File: src/source/tlb_bus_pkg.sv
package tlb_bus_pkg;

    typedef logic [31:0] wb_data_t;
    typedef logic [4:0]  wb_adr_t;
    typedef logic [2:0]  cmd_kind_t;

    typedef struct packed {
        logic     cyc;
        logic     stb;
        logic     we;
        wb_adr_t  adr;
        wb_data_t dat_w;
    } wb_req_t;

    typedef struct packed {
        logic     ack;
        wb_data_t dat_r;
    } wb_rsp_t;

    localparam wb_adr_t REG_EHI     = 5'h00;
    localparam wb_adr_t REG_IDX     = 5'h04;
    localparam wb_adr_t REG_ELO0    = 5'h08;
    localparam wb_adr_t REG_ELO1    = 5'h0C;
    localparam wb_adr_t REG_ASID    = 5'h10;
    localparam wb_adr_t REG_CMD     = 5'h14;
    localparam wb_adr_t REG_XLAT_VA = 5'h18;
    localparam wb_adr_t REG_XLAT_PA = 5'h1C;

    localparam cmd_kind_t CMD_TLBWR   = 3'd1;
    localparam cmd_kind_t CMD_TLBSRCH = 3'd2;
    localparam cmd_kind_t CMD_INVTLB  = 3'd3;

    localparam int EHI_VPPN_LSB = 13;
    localparam int IDX_PS_LSB   = 24;
    localparam int IDX_NE_BIT   = 31;
    localparam int ELO_V_BIT    = 0;
    localparam int ELO_D_BIT    = 1;
    localparam int ELO_PLV_LSB  = 2;
    localparam int ELO_MAT_LSB  = 4;
    localparam int ELO_G_BIT    = 6;
    localparam int ELO_PPN_LSB  = 8;
    localparam int CMD_KIND_LSB = 0;
    localparam int CMD_OP_LSB   = 4;

    // translation status word
    localparam int XS_FOUND_BIT = 0;
    localparam int XS_V_BIT     = 1;
    localparam int XS_D_BIT     = 2;
    localparam int XS_PLV_LSB   = 4;
    localparam int XS_MAT_LSB   = 6;

endpackage

File: src/source/tlb_pkg.sv
package tlb_pkg;

    typedef logic [31:0] vaddr_t;
    typedef logic [31:0] paddr_t;

    // page-pair number from va bits 31..13
    typedef logic [18:0] vppn_t;
    typedef logic [19:0] ppn_t;
    typedef logic [9:0]  asid_t;
    typedef logic [5:0]  ps_t;
    typedef logic [1:0]  plv_t;
    typedef logic [1:0]  mat_t;

    localparam ps_t PS_4K = 6'd12;
    localparam ps_t PS_2M = 6'd21;

    typedef struct packed {
        ppn_t ppn;
        plv_t plv;
        mat_t mat;
        logic dirty;
        logic valid;
    } tlb_page_t;

    typedef struct packed {
        logic      exist;
        vppn_t     vppn;
        ps_t       ps;
        asid_t     asid;
        logic      g;
        tlb_page_t page0;
        tlb_page_t page1;
    } tlb_entry_t;

    typedef struct packed {
        vaddr_t va;
        asid_t  asid;
    } tlb_query_t;

    // invalidate request with op as in the invtlb instruction
    typedef struct packed {
        logic       valid;
        logic [4:0] op;
        asid_t      asid;
        vppn_t      vppn;
    } tlb_inv_t;

    typedef struct packed {
        logic      found;
        ps_t       ps;
        tlb_page_t page;
        paddr_t    pa;
    } tlb_result_t;

endpackage
File: src/source/tlb_top.sv
`timescale 1ns/100ps

module tlb_top #(
    parameter int tlb_num = 16
) (
    input  logic                 clk,
    input  logic                 reset,
    input  tlb_bus_pkg::wb_req_t bus_req,
    output tlb_bus_pkg::wb_rsp_t bus_rsp
);
    localparam int idx_w = $clog2(tlb_num);

    tlb_pkg::tlb_entry_t  wr_data;
    logic [tlb_num-1:0]   wr_sel;
    tlb_pkg::tlb_inv_t    inv;
    tlb_pkg::tlb_query_t  query;
    tlb_pkg::tlb_result_t result;
    logic [idx_w-1:0]     hit_index;
    logic [tlb_num-1:0]   hits;
    tlb_pkg::tlb_page_t   pages [tlb_num];
    tlb_pkg::ps_t         entry_ps [tlb_num];

    tlb_wb_regs #(.tlb_num(tlb_num)) u_regs (
        .clk       (clk),
        .reset     (reset),
        .bus_req   (bus_req),
        .result    (result),
        .hit_index (hit_index),
        .bus_rsp   (bus_rsp),
        .wr_data   (wr_data),
        .wr_sel    (wr_sel),
        .inv       (inv),
        .query     (query)
    );

    for (genvar i = 0; i < tlb_num; i++) begin : g_entry
        tlb_entry u_entry (
            .clk     (clk),
            .reset   (reset),
            .wr_en   (wr_sel[i]),
            .wr_data (wr_data),
            .inv     (inv),
            .query   (query),
            .hit     (hits[i]),
            .page    (pages[i]),
            .ps      (entry_ps[i])
        );
    end

    tlb_hit_select #(.tlb_num(tlb_num)) u_hit_select (
        .hits      (hits),
        .pages     (pages),
        .entry_ps  (entry_ps),
        .query     (query),
        .result    (result),
        .hit_index (hit_index)
    );

endmodule

File: src/source/tlb_wb_regs.sv
`timescale 1ns/100ps

module tlb_wb_regs #(
    parameter int tlb_num = 16,
    localparam int idx_w = $clog2(tlb_num)
) (
    input  logic                 clk,
    input  logic                 reset,
    input  tlb_bus_pkg::wb_req_t bus_req,
    input  tlb_pkg::tlb_result_t result,
    input  logic [idx_w-1:0]     hit_index,
    output tlb_bus_pkg::wb_rsp_t bus_rsp,
    output tlb_pkg::tlb_entry_t  wr_data,
    output logic [tlb_num-1:0]   wr_sel,
    output tlb_pkg::tlb_inv_t    inv,
    output tlb_pkg::tlb_query_t  query
);
    tlb_pkg::vppn_t        ehi_vppn;
    logic [idx_w-1:0]      idx;
    tlb_pkg::ps_t          idx_ps;
    logic                  idx_ne;
    tlb_pkg::tlb_page_t    elo0_page;
    tlb_pkg::tlb_page_t    elo1_page;
    logic                  elo0_g;
    logic                  elo1_g;
    tlb_pkg::asid_t        asid;
    tlb_pkg::vaddr_t       xlat_va;
    tlb_bus_pkg::wb_data_t xlat_status;
    tlb_pkg::paddr_t       xlat_pa;
    tlb_bus_pkg::wb_data_t xlat_word;
    tlb_bus_pkg::wb_data_t rd_data;
    tlb_bus_pkg::wb_data_t dat_r;
    logic                  ack;
    logic                  access;
    logic                  wr_access;
    logic                  cmd_wr;
    logic                  tlbwr_go;
    logic                  srch_go;
    logic                  xlat_go;
    tlb_bus_pkg::cmd_kind_t cmd_kind;

    function automatic tlb_pkg::tlb_page_t elo_page(tlb_bus_pkg::wb_data_t d);
        tlb_pkg::tlb_page_t p;
        p.ppn   = d[tlb_bus_pkg::ELO_PPN_LSB +: 20];
        p.plv   = d[tlb_bus_pkg::ELO_PLV_LSB +: 2];
        p.mat   = d[tlb_bus_pkg::ELO_MAT_LSB +: 2];
        p.dirty = d[tlb_bus_pkg::ELO_D_BIT];
        p.valid = d[tlb_bus_pkg::ELO_V_BIT];
        return p;
    endfunction

    function automatic tlb_bus_pkg::wb_data_t elo_word(tlb_pkg::tlb_page_t p, logic g);
        tlb_bus_pkg::wb_data_t w;
        w = '0;
        w[tlb_bus_pkg::ELO_PPN_LSB +: 20] = p.ppn;
        w[tlb_bus_pkg::ELO_PLV_LSB +: 2]  = p.plv;
        w[tlb_bus_pkg::ELO_MAT_LSB +: 2]  = p.mat;
        w[tlb_bus_pkg::ELO_D_BIT]         = p.dirty;
        w[tlb_bus_pkg::ELO_V_BIT]         = p.valid;
        w[tlb_bus_pkg::ELO_G_BIT]         = g;
        return w;
    endfunction

    // first cycle of an access whose effects land on the ack edge
    assign access    = bus_req.cyc && bus_req.stb && !ack;
    assign wr_access = access && bus_req.we;
    assign cmd_wr    = wr_access && (bus_req.adr == tlb_bus_pkg::REG_CMD);
    assign cmd_kind  = bus_req.dat_w[tlb_bus_pkg::CMD_KIND_LSB +: 3];
    assign tlbwr_go  = cmd_wr && (cmd_kind == tlb_bus_pkg::CMD_TLBWR);
    assign srch_go   = cmd_wr && (cmd_kind == tlb_bus_pkg::CMD_TLBSRCH);
    assign xlat_go   = wr_access && (bus_req.adr == tlb_bus_pkg::REG_XLAT_VA);

    assign inv.valid = cmd_wr && (cmd_kind == tlb_bus_pkg::CMD_INVTLB);
    assign inv.op    = bus_req.dat_w[tlb_bus_pkg::CMD_OP_LSB +: 5];
    assign inv.asid  = asid;
    assign inv.vppn  = ehi_vppn;

    // exist is the inverse of not-exist as in the CSR
    assign wr_data.exist = !idx_ne;
    assign wr_data.vppn  = ehi_vppn;
    assign wr_data.ps    = idx_ps;
    assign wr_data.asid  = asid;
    assign wr_data.g     = elo0_g && elo1_g;
    assign wr_data.page0 = elo0_page;
    assign wr_data.page1 = elo1_page;

    always_comb begin
        wr_sel      = '0;
        wr_sel[idx] = tlbwr_go;
    end

    // a lookup address write translates the new address in the same cycle
    always_comb begin
        query.asid = asid;
        if (srch_go) begin
            query.va = {ehi_vppn, 13'b0};
        end else if (xlat_go) begin
            query.va = bus_req.dat_w;
        end else begin
            query.va = xlat_va;
        end
    end

    always_comb begin
        xlat_word = '0;
        xlat_word[tlb_bus_pkg::XS_FOUND_BIT]    = result.found;
        xlat_word[tlb_bus_pkg::XS_V_BIT]        = result.page.valid;
        xlat_word[tlb_bus_pkg::XS_D_BIT]        = result.page.dirty;
        xlat_word[tlb_bus_pkg::XS_PLV_LSB +: 2] = result.page.plv;
        xlat_word[tlb_bus_pkg::XS_MAT_LSB +: 2] = result.page.mat;
    end

    always_comb begin
        case (bus_req.adr)
            tlb_bus_pkg::REG_EHI: rd_data =
                tlb_bus_pkg::wb_data_t'(ehi_vppn) << tlb_bus_pkg::EHI_VPPN_LSB;
            tlb_bus_pkg::REG_IDX: rd_data = tlb_bus_pkg::wb_data_t'(idx)
                | (tlb_bus_pkg::wb_data_t'(idx_ps) << tlb_bus_pkg::IDX_PS_LSB)
                | (tlb_bus_pkg::wb_data_t'(idx_ne) << tlb_bus_pkg::IDX_NE_BIT);
            tlb_bus_pkg::REG_ELO0: rd_data = elo_word(elo0_page, elo0_g);
            tlb_bus_pkg::REG_ELO1: rd_data = elo_word(elo1_page, elo1_g);
            tlb_bus_pkg::REG_ASID: rd_data = tlb_bus_pkg::wb_data_t'(asid);
            tlb_bus_pkg::REG_XLAT_VA: rd_data = xlat_status;
            tlb_bus_pkg::REG_XLAT_PA: rd_data = xlat_pa;
            default: rd_data = '0;
        endcase
    end

    always_ff @(posedge clk) begin
        if (reset) begin
            ack         <= 1'b0;
            xlat_status <= '0;
            xlat_pa     <= '0;
        end else begin
            ack <= access;
            if (xlat_go) begin
                xlat_status <= xlat_word;
                xlat_pa     <= result.pa;
            end
        end
    end

    always_ff @(posedge clk) begin
        if (wr_access) begin
            case (bus_req.adr)
                tlb_bus_pkg::REG_EHI: begin
                    ehi_vppn <= bus_req.dat_w[tlb_bus_pkg::EHI_VPPN_LSB +: 19];
                end
                tlb_bus_pkg::REG_IDX: begin
                    idx    <= bus_req.dat_w[idx_w-1:0];
                    idx_ps <= bus_req.dat_w[tlb_bus_pkg::IDX_PS_LSB +: 6];
                    idx_ne <= bus_req.dat_w[tlb_bus_pkg::IDX_NE_BIT];
                end
                tlb_bus_pkg::REG_ELO0: begin
                    elo0_page <= elo_page(bus_req.dat_w);
                    elo0_g    <= bus_req.dat_w[tlb_bus_pkg::ELO_G_BIT];
                end
                tlb_bus_pkg::REG_ELO1: begin
                    elo1_page <= elo_page(bus_req.dat_w);
                    elo1_g    <= bus_req.dat_w[tlb_bus_pkg::ELO_G_BIT];
                end
                tlb_bus_pkg::REG_ASID: asid <= bus_req.dat_w[9:0];
                tlb_bus_pkg::REG_XLAT_VA: xlat_va <= bus_req.dat_w;
                default: ;
            endcase
        end
        // search keeps the old index on a miss
        if (srch_go) begin
            idx_ne <= !result.found;
            if (result.found) begin
                idx <= hit_index;
            end
        end
        if (access && !bus_req.we) begin
            dat_r <= rd_data;
        end
    end

    assign bus_rsp.ack   = ack;
    assign bus_rsp.dat_r = dat_r;

    a_ack_after_req: assert property (@(posedge clk) disable iff (reset)
        ack |-> $past(bus_req.cyc && bus_req.stb))
        else $error("ack without a preceding cyc/stb cycle");

endmodule

File: src/source/tlb_hit_select.sv
`timescale 1ns/100ps

module tlb_hit_select #(
    parameter int tlb_num = 16,
    localparam int idx_w = $clog2(tlb_num)
) (
    input  logic [tlb_num-1:0]   hits,
    input  tlb_pkg::tlb_page_t   pages [tlb_num],
    input  tlb_pkg::ps_t         entry_ps [tlb_num],
    input  tlb_pkg::tlb_query_t  query,
    output tlb_pkg::tlb_result_t result,
    output logic [idx_w-1:0]     hit_index
);
    logic               found;
    logic [idx_w-1:0]   sel;
    tlb_pkg::tlb_page_t sel_page;
    tlb_pkg::ps_t       sel_ps;
    tlb_pkg::paddr_t    pa;

    // walk down so the lowest hitting index wins
    always_comb begin
        found = 1'b0;
        sel   = '0;
        for (int i = tlb_num - 1; i >= 0; i--) begin
            if (hits[i]) begin
                found = 1'b1;
                sel   = idx_w'(i);
            end
        end
    end

    assign sel_page = found ? pages[sel] : '0;
    assign sel_ps   = found ? entry_ps[sel] : '0;

    always_comb begin
        if (!found) begin
            pa = '0;
        end else if (sel_ps == tlb_pkg::PS_4K) begin
            pa = {sel_page.ppn, query.va[11:0]};
        end else begin
            pa = {sel_page.ppn[19:9], query.va[20:0]};
        end
    end

    assign result.found = found;
    assign result.ps    = sel_ps;
    assign result.page  = sel_page;
    assign result.pa    = pa;
    assign hit_index    = sel;

    // overlapping entries are a software error
    always_comb begin
        a_onehot_hit: assert final ($onehot0(hits))
            else $error("several TLB entries hit va %h", query.va);
    end

endmodule

File: src/source/tlb_entry.sv
`timescale 1ns/100ps

module tlb_entry (
    input  logic                clk,
    input  logic                reset,
    input  logic                wr_en,
    input  tlb_pkg::tlb_entry_t wr_data,
    input  tlb_pkg::tlb_inv_t   inv,
    input  tlb_pkg::tlb_query_t query,
    output logic                hit,
    output tlb_pkg::tlb_page_t  page,
    output tlb_pkg::ps_t        ps
);
    tlb_pkg::tlb_entry_t ent;
    tlb_pkg::vppn_t      vppn_mask;
    logic                is_2m;
    logic                q_vppn_eq;
    logic                odd;
    logic                inv_asid_eq;
    logic                inv_vppn_eq;
    logic                inv_sel;

    assign is_2m = (ent.ps == tlb_pkg::PS_2M);

    // low 9 vppn bits belong to the page offset on 2 MB pages
    assign vppn_mask = is_2m ? 19'h7fe00 : 19'h7ffff;

    assign q_vppn_eq = ((ent.vppn ^ query.va[31:13]) & vppn_mask) == '0;
    assign hit       = ent.exist && q_vppn_eq && (ent.g || ent.asid == query.asid);

    assign odd  = is_2m ? query.va[21] : query.va[12];
    assign page = odd ? ent.page1 : ent.page0;
    assign ps   = ent.ps;

    assign inv_asid_eq = (ent.asid == inv.asid);
    assign inv_vppn_eq = ((ent.vppn ^ inv.vppn) & vppn_mask) == '0;

    always_comb begin
        case (inv.op)
            5'd0, 5'd1: inv_sel = 1'b1;
            5'd2: inv_sel = ent.g;
            5'd3: inv_sel = !ent.g;
            5'd4: inv_sel = !ent.g && inv_asid_eq;
            5'd5: inv_sel = !ent.g && inv_asid_eq && inv_vppn_eq;
            5'd6: inv_sel = (ent.g || inv_asid_eq) && inv_vppn_eq;
            default: inv_sel = 1'b0;
        endcase
    end

    always_ff @(posedge clk) begin
        if (reset) begin
            ent.exist <= 1'b0;
        end else if (wr_en) begin
            ent <= wr_data;
        end else if (inv.valid && inv_sel) begin
            ent.exist <= 1'b0;
        end
    end

    // one command per bus access
    a_no_wr_inv: assert property (@(posedge clk) disable iff (reset)
        !(wr_en && inv.valid))
        else $error("entry write and invalidate in the same cycle");

endmodule

File: config.mk
export PLATFORM = sky130hd
export DESIGN_NAME = tlb_top
export DESIGN_NICKNAME = d
export VERILOG_FILES = /design/src/source/tlb_bus_pkg.sv /design/src/source/tlb_pkg.sv /design/src/source/tlb_top.sv /design/src/source/tlb_wb_regs.sv /design/src/source/tlb_hit_select.sv /design/src/source/tlb_entry.sv
export SDC_FILE = /design/constraint.sdc
export NUM_CORES = 2
export LEC_CHECK = 0
export ABC_AREA = 1
export BUFFER_PORTS_ARGS = -buffer_cell sky130_fd_sc_hd__buf_4
export CORE_MARGIN = 10
export CORE_UTILIZATION = 60
export DETAILED_ROUTE_END_ITERATION = 10
export PLACE_DENSITY_LB_ADDON = 0.08
export SYNTH_ARGS = -nofsm -noshare
export SYNTH_HDL_FRONTEND = slang
export SYNTH_SLANG_ARGS = --single-unit
File: constraint.sdc
create_clock -name clk -period 13.1 [get_ports clk]
set_input_delay 0.655 -clock clk [delete_from_list [all_inputs] [get_ports clk]]
set_output_delay 0.655 -clock clk [all_outputs]
set_load 0.02 [all_outputs]
== After elaboration in Yosys (flattened, before gate mapping) ==
Cells that the tools add are included.
W data, S select, Z words.

* Output and inout bits: 33
* Logic and storage cells: 752
* Input bits: 42
* Bits in registers: 1622

* Magnitude comparators: 3
* Reductions and logical operators: 219
* Muxes and demuxes: 150
* Equality and inequality tests: 49
* Bitwise operators: 69

{| class="wikitable"
|+ Operators by type and width
! kind !! number
|-
| $and A19 B19 Y19 || 32
|-
| $logic_not A19 Y1 || 32
|-
| $xor A19 B19 Y19 || 32
|-
| $mux W26 || 19
|-
| $pmux W32 S7 || 1
|-
| $eq A10 B10 Y1 || 16
|-
| $mux W9 || 16
|-
| $logic_and A1 B1 Y1 || 107
|-
| $bmux W26 S4 || 1
|-
| $eq A6 B5 Y1 const B || 16
|-
| $mux W32 || 3
|-
| $pmux W1 S6 || 16
|-
| $mux W4 || 20
|-
| $mux W1 || 68
|-
| $reduce_and A2 Y1 || 23
|-
| $reduce_bool A2 Y1 || 18
|-
| $or A32 B32 Y32 || 1
|-
| $or A4 B30 Y30 || 1
|-
| $bmux W6 S4 || 1
|-
| $mux W21 || 1
|-
| $eq A5 B3 Y1 const B || 4
|-
| $eq A5 B5 Y1 const B || 4
|-
| $logic_not A1 Y1 || 20
|-
| $mux W6 || 3
|-
| other kinds (16) || 35
|}

== Longest topological paths before layout ==
* Depth after elaboration: 35
* Gate-level depth with buffers: 44
* Mapped depth without buffers: 41

== Cells and area by module ==
From an unflattened synthesis, not the netlist that was laid out.

* Cell total of the unflattened synthesis: 8061
* Area, all modules: 82857.0 um2

{| class="wikitable"
|+ By module, submodules not included
! module !! times used !! sequential area each (um2) !! cells each !! area an instance (um2)
|-
| tlb_entry || 16 || 2662.6 || 372 || 4290.4
|-
| tlb_wb_regs || 1 || 5505.3 || 886 || 8605.8
|-
| tlb_hit_select || 1 || 0.0 || 1223 || 5605.4
|}

== Least setup slack after synthesis ==
No wires, ideal clock.

* Path kind: in2reg
* From: input bus_req[36] (netlist name)
* To: register g_entry[6].u_entry.ent[88] (netlist name)
* Required time: 13.019 ns
* Stages: 11
* Slack: 4.531 ns
* Data arrival time: 8.488 ns
* Path buffers: 2
* Library setup time: 0.081 ns
* Cell sequence: buf_4 nand2_1 nor2_4 nand2_2 nor2_8 buf_2 nand2_1 inv_1 nand3_1 nor3_1 a22o_1

* Cells in the longest elaborated chain, start to end: 5

{| class="wikitable"
|+ Ends and longest elaborated chain
! what !! RTL line !! text
|-
| start, declared || tlb_top.sv:8 || <nowiki>input tlb_bus_pkg::wb_req_t bus_req,</nowiki>
|-
| $eq A5 B5 Y1 * || tlb_wb_regs.sv:67 || <nowiki>assign cmd_wr = wr_access && (bus_req.adr == tlb_bus_pkg::REG_CMD);</nowiki>
|-
| $logic_and A1 B1 Y1 * || tlb_wb_regs.sv:67 ||
|-
| $logic_and A1 B1 Y1 (on tied branches) || tlb_wb_regs.sv:69, tlb_wb_regs.sv:73 ||
|-
| $and A16 B16 Y16 (no line) or $logic_and A1 B1 Y1 (tied branches) || n/a ||
|-
| $mux W1 or $reduce_bool A2 Y1 (tied branches) || n/a ||
|-
| end signal, assigned || tlb_entry.sv:54 || <nowiki>ent <= wr_data;</nowiki>
|-
| end, declared || tlb_entry.sv:14 || <nowiki>tlb_pkg::tlb_entry_t ent;</nowiki>
|}

Mark *: on every way between the ends. The rest lies on a longest branch, timed or not.
A chain may end at the register's enable or synchronous reset.

== Worst setup path in the final report ==
* From: register u_regs.ack
* To: register u_regs.xlat_pa[24]

* Cells in the longest elaborated chain, start to end: 33

{| class="wikitable"
|+ Ends and longest elaborated chain
! what !! RTL line !! text
|-
| start, declared || tlb_wb_regs.sv:33 || <nowiki>logic ack;</nowiki>
|-
| start signal, assigned || tlb_wb_regs.sv:135 || <nowiki>ack <= access;</nowiki>
|-
| $logic_not A1 Y1 * || tlb_wb_regs.sv:65 || <nowiki>assign access = bus_req.cyc && bus_req.stb && !ack;</nowiki>
|-
| $logic_and A1 B1 Y1 * || tlb_wb_regs.sv:65 ||
|-
| $logic_and A1 B1 Y1 * || tlb_wb_regs.sv:66 || <nowiki>assign wr_access = access && bus_req.we;</nowiki>
|-
| $logic_and A1 B1 Y1 (on tied branches) || tlb_wb_regs.sv:71, tlb_wb_regs.sv:67 ||
|-
| $mux W32 or $logic_and A1 B1 Y1 (tied branches) || tlb_wb_regs.sv:97, tlb_wb_regs.sv:70 ||
|-
| $mux W32 || tlb_wb_regs.sv:95 || <nowiki>if (srch_go) begin</nowiki>
|-
| $xor A19 B19 Y19 || tlb_entry.sv:28 || <nowiki>assign q_vppn_eq = ((ent.vppn ^ query.va[31:13]) & vppn_mask) == '0;</nowiki>
|-
| $and A19 B19 Y19 || tlb_entry.sv:28 ||
|-
| $logic_not A19 Y1 || tlb_entry.sv:28 ||
|-
| $logic_and A1 B1 Y1 (2 in series) || tlb_entry.sv:29 || <nowiki>assign hit = ent.exist && q_vppn_eq && (ent.g || ent.asid == query.asid);</nowiki>
|-
| $mux W4 (16 in series) || tlb_hit_select.sv:25 || <nowiki>if (hits[i]) begin</nowiki>
|-
| $not A4 Y5 (implied by the code) || tlb_hit_select.sv:32 || <nowiki>assign sel_page = found ? pages[sel] : '0;</nowiki>
|-
| $bmux W26 S4 || tlb_hit_select.sv:32 ||
|-
| $mux W26 (implied by the code) (2 in series) || tlb_hit_select.sv:32 ||
|-
| $mux W26 || tlb_hit_select.sv:32 ||
|-
| $mux W32 || tlb_hit_select.sv:36 || <nowiki>if (!found) begin</nowiki>
|-
| end signal, assigned || tlb_wb_regs.sv:138 || <nowiki>xlat_pa <= result.pa;</nowiki>
|-
| end, declared || tlb_wb_regs.sv:29 || <nowiki>tlb_pkg::paddr_t xlat_pa;</nowiki>
|}

Mark *: on every way between the ends. The rest lies on a longest branch, timed or not. The select of a mux whose other input is x is not followed.

==> flow_metrics.py <==
metrics = {
    "run_status": {
        "outcome": "complete, but fails checks",
        "violations": "max-capacitance violations",
    },
    "setup_path": {
        "r2r-start": "u_regs.ack$_SDFF_PP0_",
        "critPathLaunch": "u_regs.ack$_SDFF_PP0_",
        "start_kind": "flop",
        "cpMostUsedCell": "nand2_1",
        "cp.required_ns": 13.84,
        "critPathCaptureType": "flop",
        "r2r_slack_ns": 4.79,
        "arrival_ns": 9.04,
        "cpPeakStageDelay_ns": 0.95,
        "worstSetupPathType": "reg2reg",
        "r2r_end": "u_regs.xlat_pa[24]$_SDFFE_PP0N_",
        "reg2reg_depth": 34,
        "worst-path-max-fanout": 78,
        "slowest_stage": "nand2_4",
        "endpoint": "u_regs.xlat_pa[24]$_SDFFE_PP0N_",
    },
    "sta": {
        "slew-limit-headroom_pct": 0.803,
        "rsz0062_at_grt": "no",
        "clock.fmax_mhz": 120,
        "timing.hold.ws_ns": 0.0824,
        "setup_violations": 0,
        "finalHoldViolCount": 0,
        "finalClockSkew_ns": 0.0334,
        "maxSlewViolCount": 0,
        "fin_crit_ns": 8.31,
        "finalCritPeriodShare_pct": 63.4,
        "tightest_slew_ns": 1.47,
        "fin_setup_tns_ns": 0,
    },
    "synth": {
        "syn_area_sq_um": 74700,
        "yosysTopAreaCellShare_pct": 62.3,
        "synth_top_cells_by_count": "edfxtp_1 (1550), nand2_1 (1212), nand3_1 (557)",
        "yosys-top-cells-area": "edfxtp_1 (62%), nand2_1 (6.1%), mux2_2 (3.8%), nand3_1 (3.7%), xor2_1 (2.7%)",
        "synth_ff_type": "edfxtp_1",
        "ys_seq_area_share_pct": 63.9,
        "synth-async-reset-ratio_pct": 0,
        "yosysMostFrequentCell": "edfxtp_1",
        "synth_seq_cells": 1610,
        "yosysWarnings": 0,
        "synth_top_cell_by_area": "edfxtp_1",
        "synth-edff-count": 1550,
        "synth_nets": 6370,
        "syn_avg_cell_area_sq_um": 11.8,
        "yosysUniqueCellTypes": 70,
        "postSynthCellCount": 6328,
    },
    "power_and_ir_drop": {
        "p_per_area_nw_per_um2": 125,
        "pwr-share-clk_pct": 45.3,
        "p_int_w": 0.00828,
        "irDropWorstVdd_uv": 146,
        "p_leak_nw": 29.9,
        "swShare_pct": 20.3,
        "sequentialPowerShare_pct": 53.6,
        "p_sw_w": 0.00211,
        "comb_power_share_pct": 1.1,
    },
    "global_route": {
        "overflow": 0,
        "grt_max_degree": 89,
        "grt_pass1_vias": 51379,
        "grt.total_usage_pct": 36.3,
        "grt_pass1_wl_mm": 367,
        "antenna_found_initial": 10,
    },
    "finish": {
        "drive_above_1_share_pct": 13.7,
        "final_core_util_pct": 67.0,
        "num-fill-cells": 9157,
        "nets": 6496,
        "design_area_sq_um": 82800,
        "area_growth_pct": 10.9,
    },
    "worst_hold_path": {
        "min_path_type": "in2reg",
        "min_path_cells": 1,
    },
    "floorplanning": {
        "initial_core_util_pct": 60.4,
        "die_area_sq_um": 139000,
        "die_width_um": 373,
        "ios": 75,
        "rows": 129,
        "coreArea_sq_um": 124000,
        "die-height_um": 373,
    },
    "detailed_routing": {
        "antenna_left": 0,
        "viasPerCell": 6.55,
        "drc_errors": 0,
        "drtIter0Drc": 7816,
        "wl_mm": 260,
        "firstDrtPassIters": 8,
        "routedWlPerCell_um": 31.5,
        "vias": 53901,
    },
    "place": {
        "gp_congestion": 1.05,
        "numPortBuffers": 74,
        "place_area_sq_um": 77400,
        "dp_hpwl_mm": 163,
    },
    "clock_network": {
        "clk_pin_slew_ns": 0.07,
        "numCtsBuffers": 166,
        "cts_max_path_buffers": 3,
        "cts.htree.levels": 4,
        "cts_setup_buffers": 0,
        "cts_resized": 0,
        "cts_root_buf": "clkbuf_16",
        "cts_tree": "built",
        "clkSinkCount": 1610,
        "clk_latency_ns": 0.82,
        "cts_hold_buf": 0,
    },
    "flow_run": {
        "maxCapViolCount": 1,
    },
}
through the flow:
| step | power, W | setup WS (ns) | cells |
|---|---|---|---|
| after CTS | 0.0104 | 5.15 | 8232 |
| after detailed placement | 0.00579 | 4.78 | 7923 |
| final | 0.0104 | 4.79 | 8234 |
| after global placement | 0.00579 | 4.96 | 7923 |
| after floorplan | 0.00572 | 4.53 | 6328 |
| after global routing | 0.0106 | 4.41 | 8232 |
metal layers:
metal / routed length [um] / up-vias / track usage, %
met3: 30200 / 782 / 7.29
li1: - / 23039 / -
met4: 18500 / 2 / 21.9
met5: 13 / - / 0
met2: 114000 / 3589 / 54.9
met1: 96400 / 26489 / 48.4
state kept, by name, summed over array words and instances, names as in the netlist:
signal and count:
g_entry.u_entry.ent 1328, g_entry.u_entry.ps 96, u_regs.wr_data 52, u_regs.dat_r 32, u_regs.xlat_pa 32, u_regs.xlat_va 20, u_regs.ehi_vppn 19, u_regs.asid 10
u_regs.xlat_status 7, u_regs.idx_ps 6, u_regs.idx 4, u_regs.ack 1, u_regs.elo0_g 1, u_regs.elo1_g 1, u_regs.idx_ne 1
worst min path at each step:
stage                               startpoint                              end  slack (ns)
6_report                           bus_req[30]    u_regs.ehi_vppn[17]$_DFFE_PP_        0.08
5_1_grt                            bus_req[30]    u_regs.ehi_vppn[17]$_DFFE_PP_        0.05
4_1_cts                            bus_req[30]    u_regs.ehi_vppn[17]$_DFFE_PP_        0.04
3_5_place_dp    u_regs.xlat_pa[5]$_SDFFE_PP0N_   u_regs.xlat_pa[5]$_SDFFE_PP0N_        0.46
3_3_place_gp    u_regs.xlat_pa[2]$_SDFFE_PP0N_   u_regs.xlat_pa[2]$_SDFFE_PP0N_        0.45
2_1_floorplan  u_regs.xlat_pa[10]$_SDFFE_PP0N_  u_regs.xlat_pa[10]$_SDFFE_PP0N_        0.44
worst max-delay path: cells and delay by family (launching register included):
family | cells | cell delay, ns
buffers and inverters | 2 | 0.83
AND/OR/NAND/NOR | 30 | 6.57
AO/OA/AOI/OAI | 2 | 0.36
flip-flops | 1 | 0.31
layout by cell type, fill, tap and decap left out, types with 12 or more instances in the layout:
cell type  Yosys  layout
clkinv_1      19      48
inv_1        404     404
o21ai_1       93      79
nand3_1      557     557
nand3b_1      19      19
buf_4         25     222
o21ai_4        0      16
or2_2         57      57
nand2_2       25      25
xnor2_1      182     182
nor3_2         1      12
nor3_1       105      94
clkbuf_16      0     170
a2111oi_0     17      17
dfxtp_1       60      60
o41ai_1       30      26
mux2i_1      157     157
o211ai_1      29      29
nand4_1      134     134
a21oi_1       90      90
nor2_1       344     332
a211oi_1      18      18
clkbuf_1     125      50
mux2_2       253     253
o31ai_1       15      15
o22ai_1       37      37
o21ai_0       92      92
nor3b_1       13      13
edfxtp_1    1550    1550
nand2_4       13      12
nor2_4         5      16
bufinv_16      0      12
nor4_1        72      66
clkinv_2       1      23
nand2_1     1212    1212
a221oi_1      41      41
xor2_1       230     230
o2111ai_1     74      74
final cells by class:
cell class              count  area [sq um]  area share [%]
flip-flops and latches   1610         47700            57.7
repair buffers            222          1670            2.01
multi-input cells        4019         24300            29.4
well taps                1637          2050            2.47
diodes                      2          5.00         0.00604
clock buffers             229          4570            5.51
clock inverters            80           833            1.01
inverters                 435          1630            1.97
power groups by stage:
stage | Clock (W) | Combinational, W | Sequential, W
floorplan | 0 | 0.0000440 | 0.00568
global placement | 0 | 0.000107 | 0.00568
detailed placement | 0 | 0.000108 | 0.00568
CTS | 0.00473 | 0.000108 | 0.00557
global route | 0.00495 | 0.000114 | 0.00557
finish | 0.00471 | 0.000113 | 0.00557
logic make-up (layout without fill, tap and decap cells):
group | count (synthesis) | after routing | share of synthesized area, %
compound gates | 593 | 593 | 5.37
xor+xnor | 413 | 413 | 4.85
buf+inv | 699 | 966 | 4.09
flops | 1610 | 1610 | 63.9
mux | 410 | 410 | 5.92
other cells | 0 | 2 | 0
simple gates | 2603 | 2603 | 15.8
Note: power is estimated with default switching activity, not from simulation.
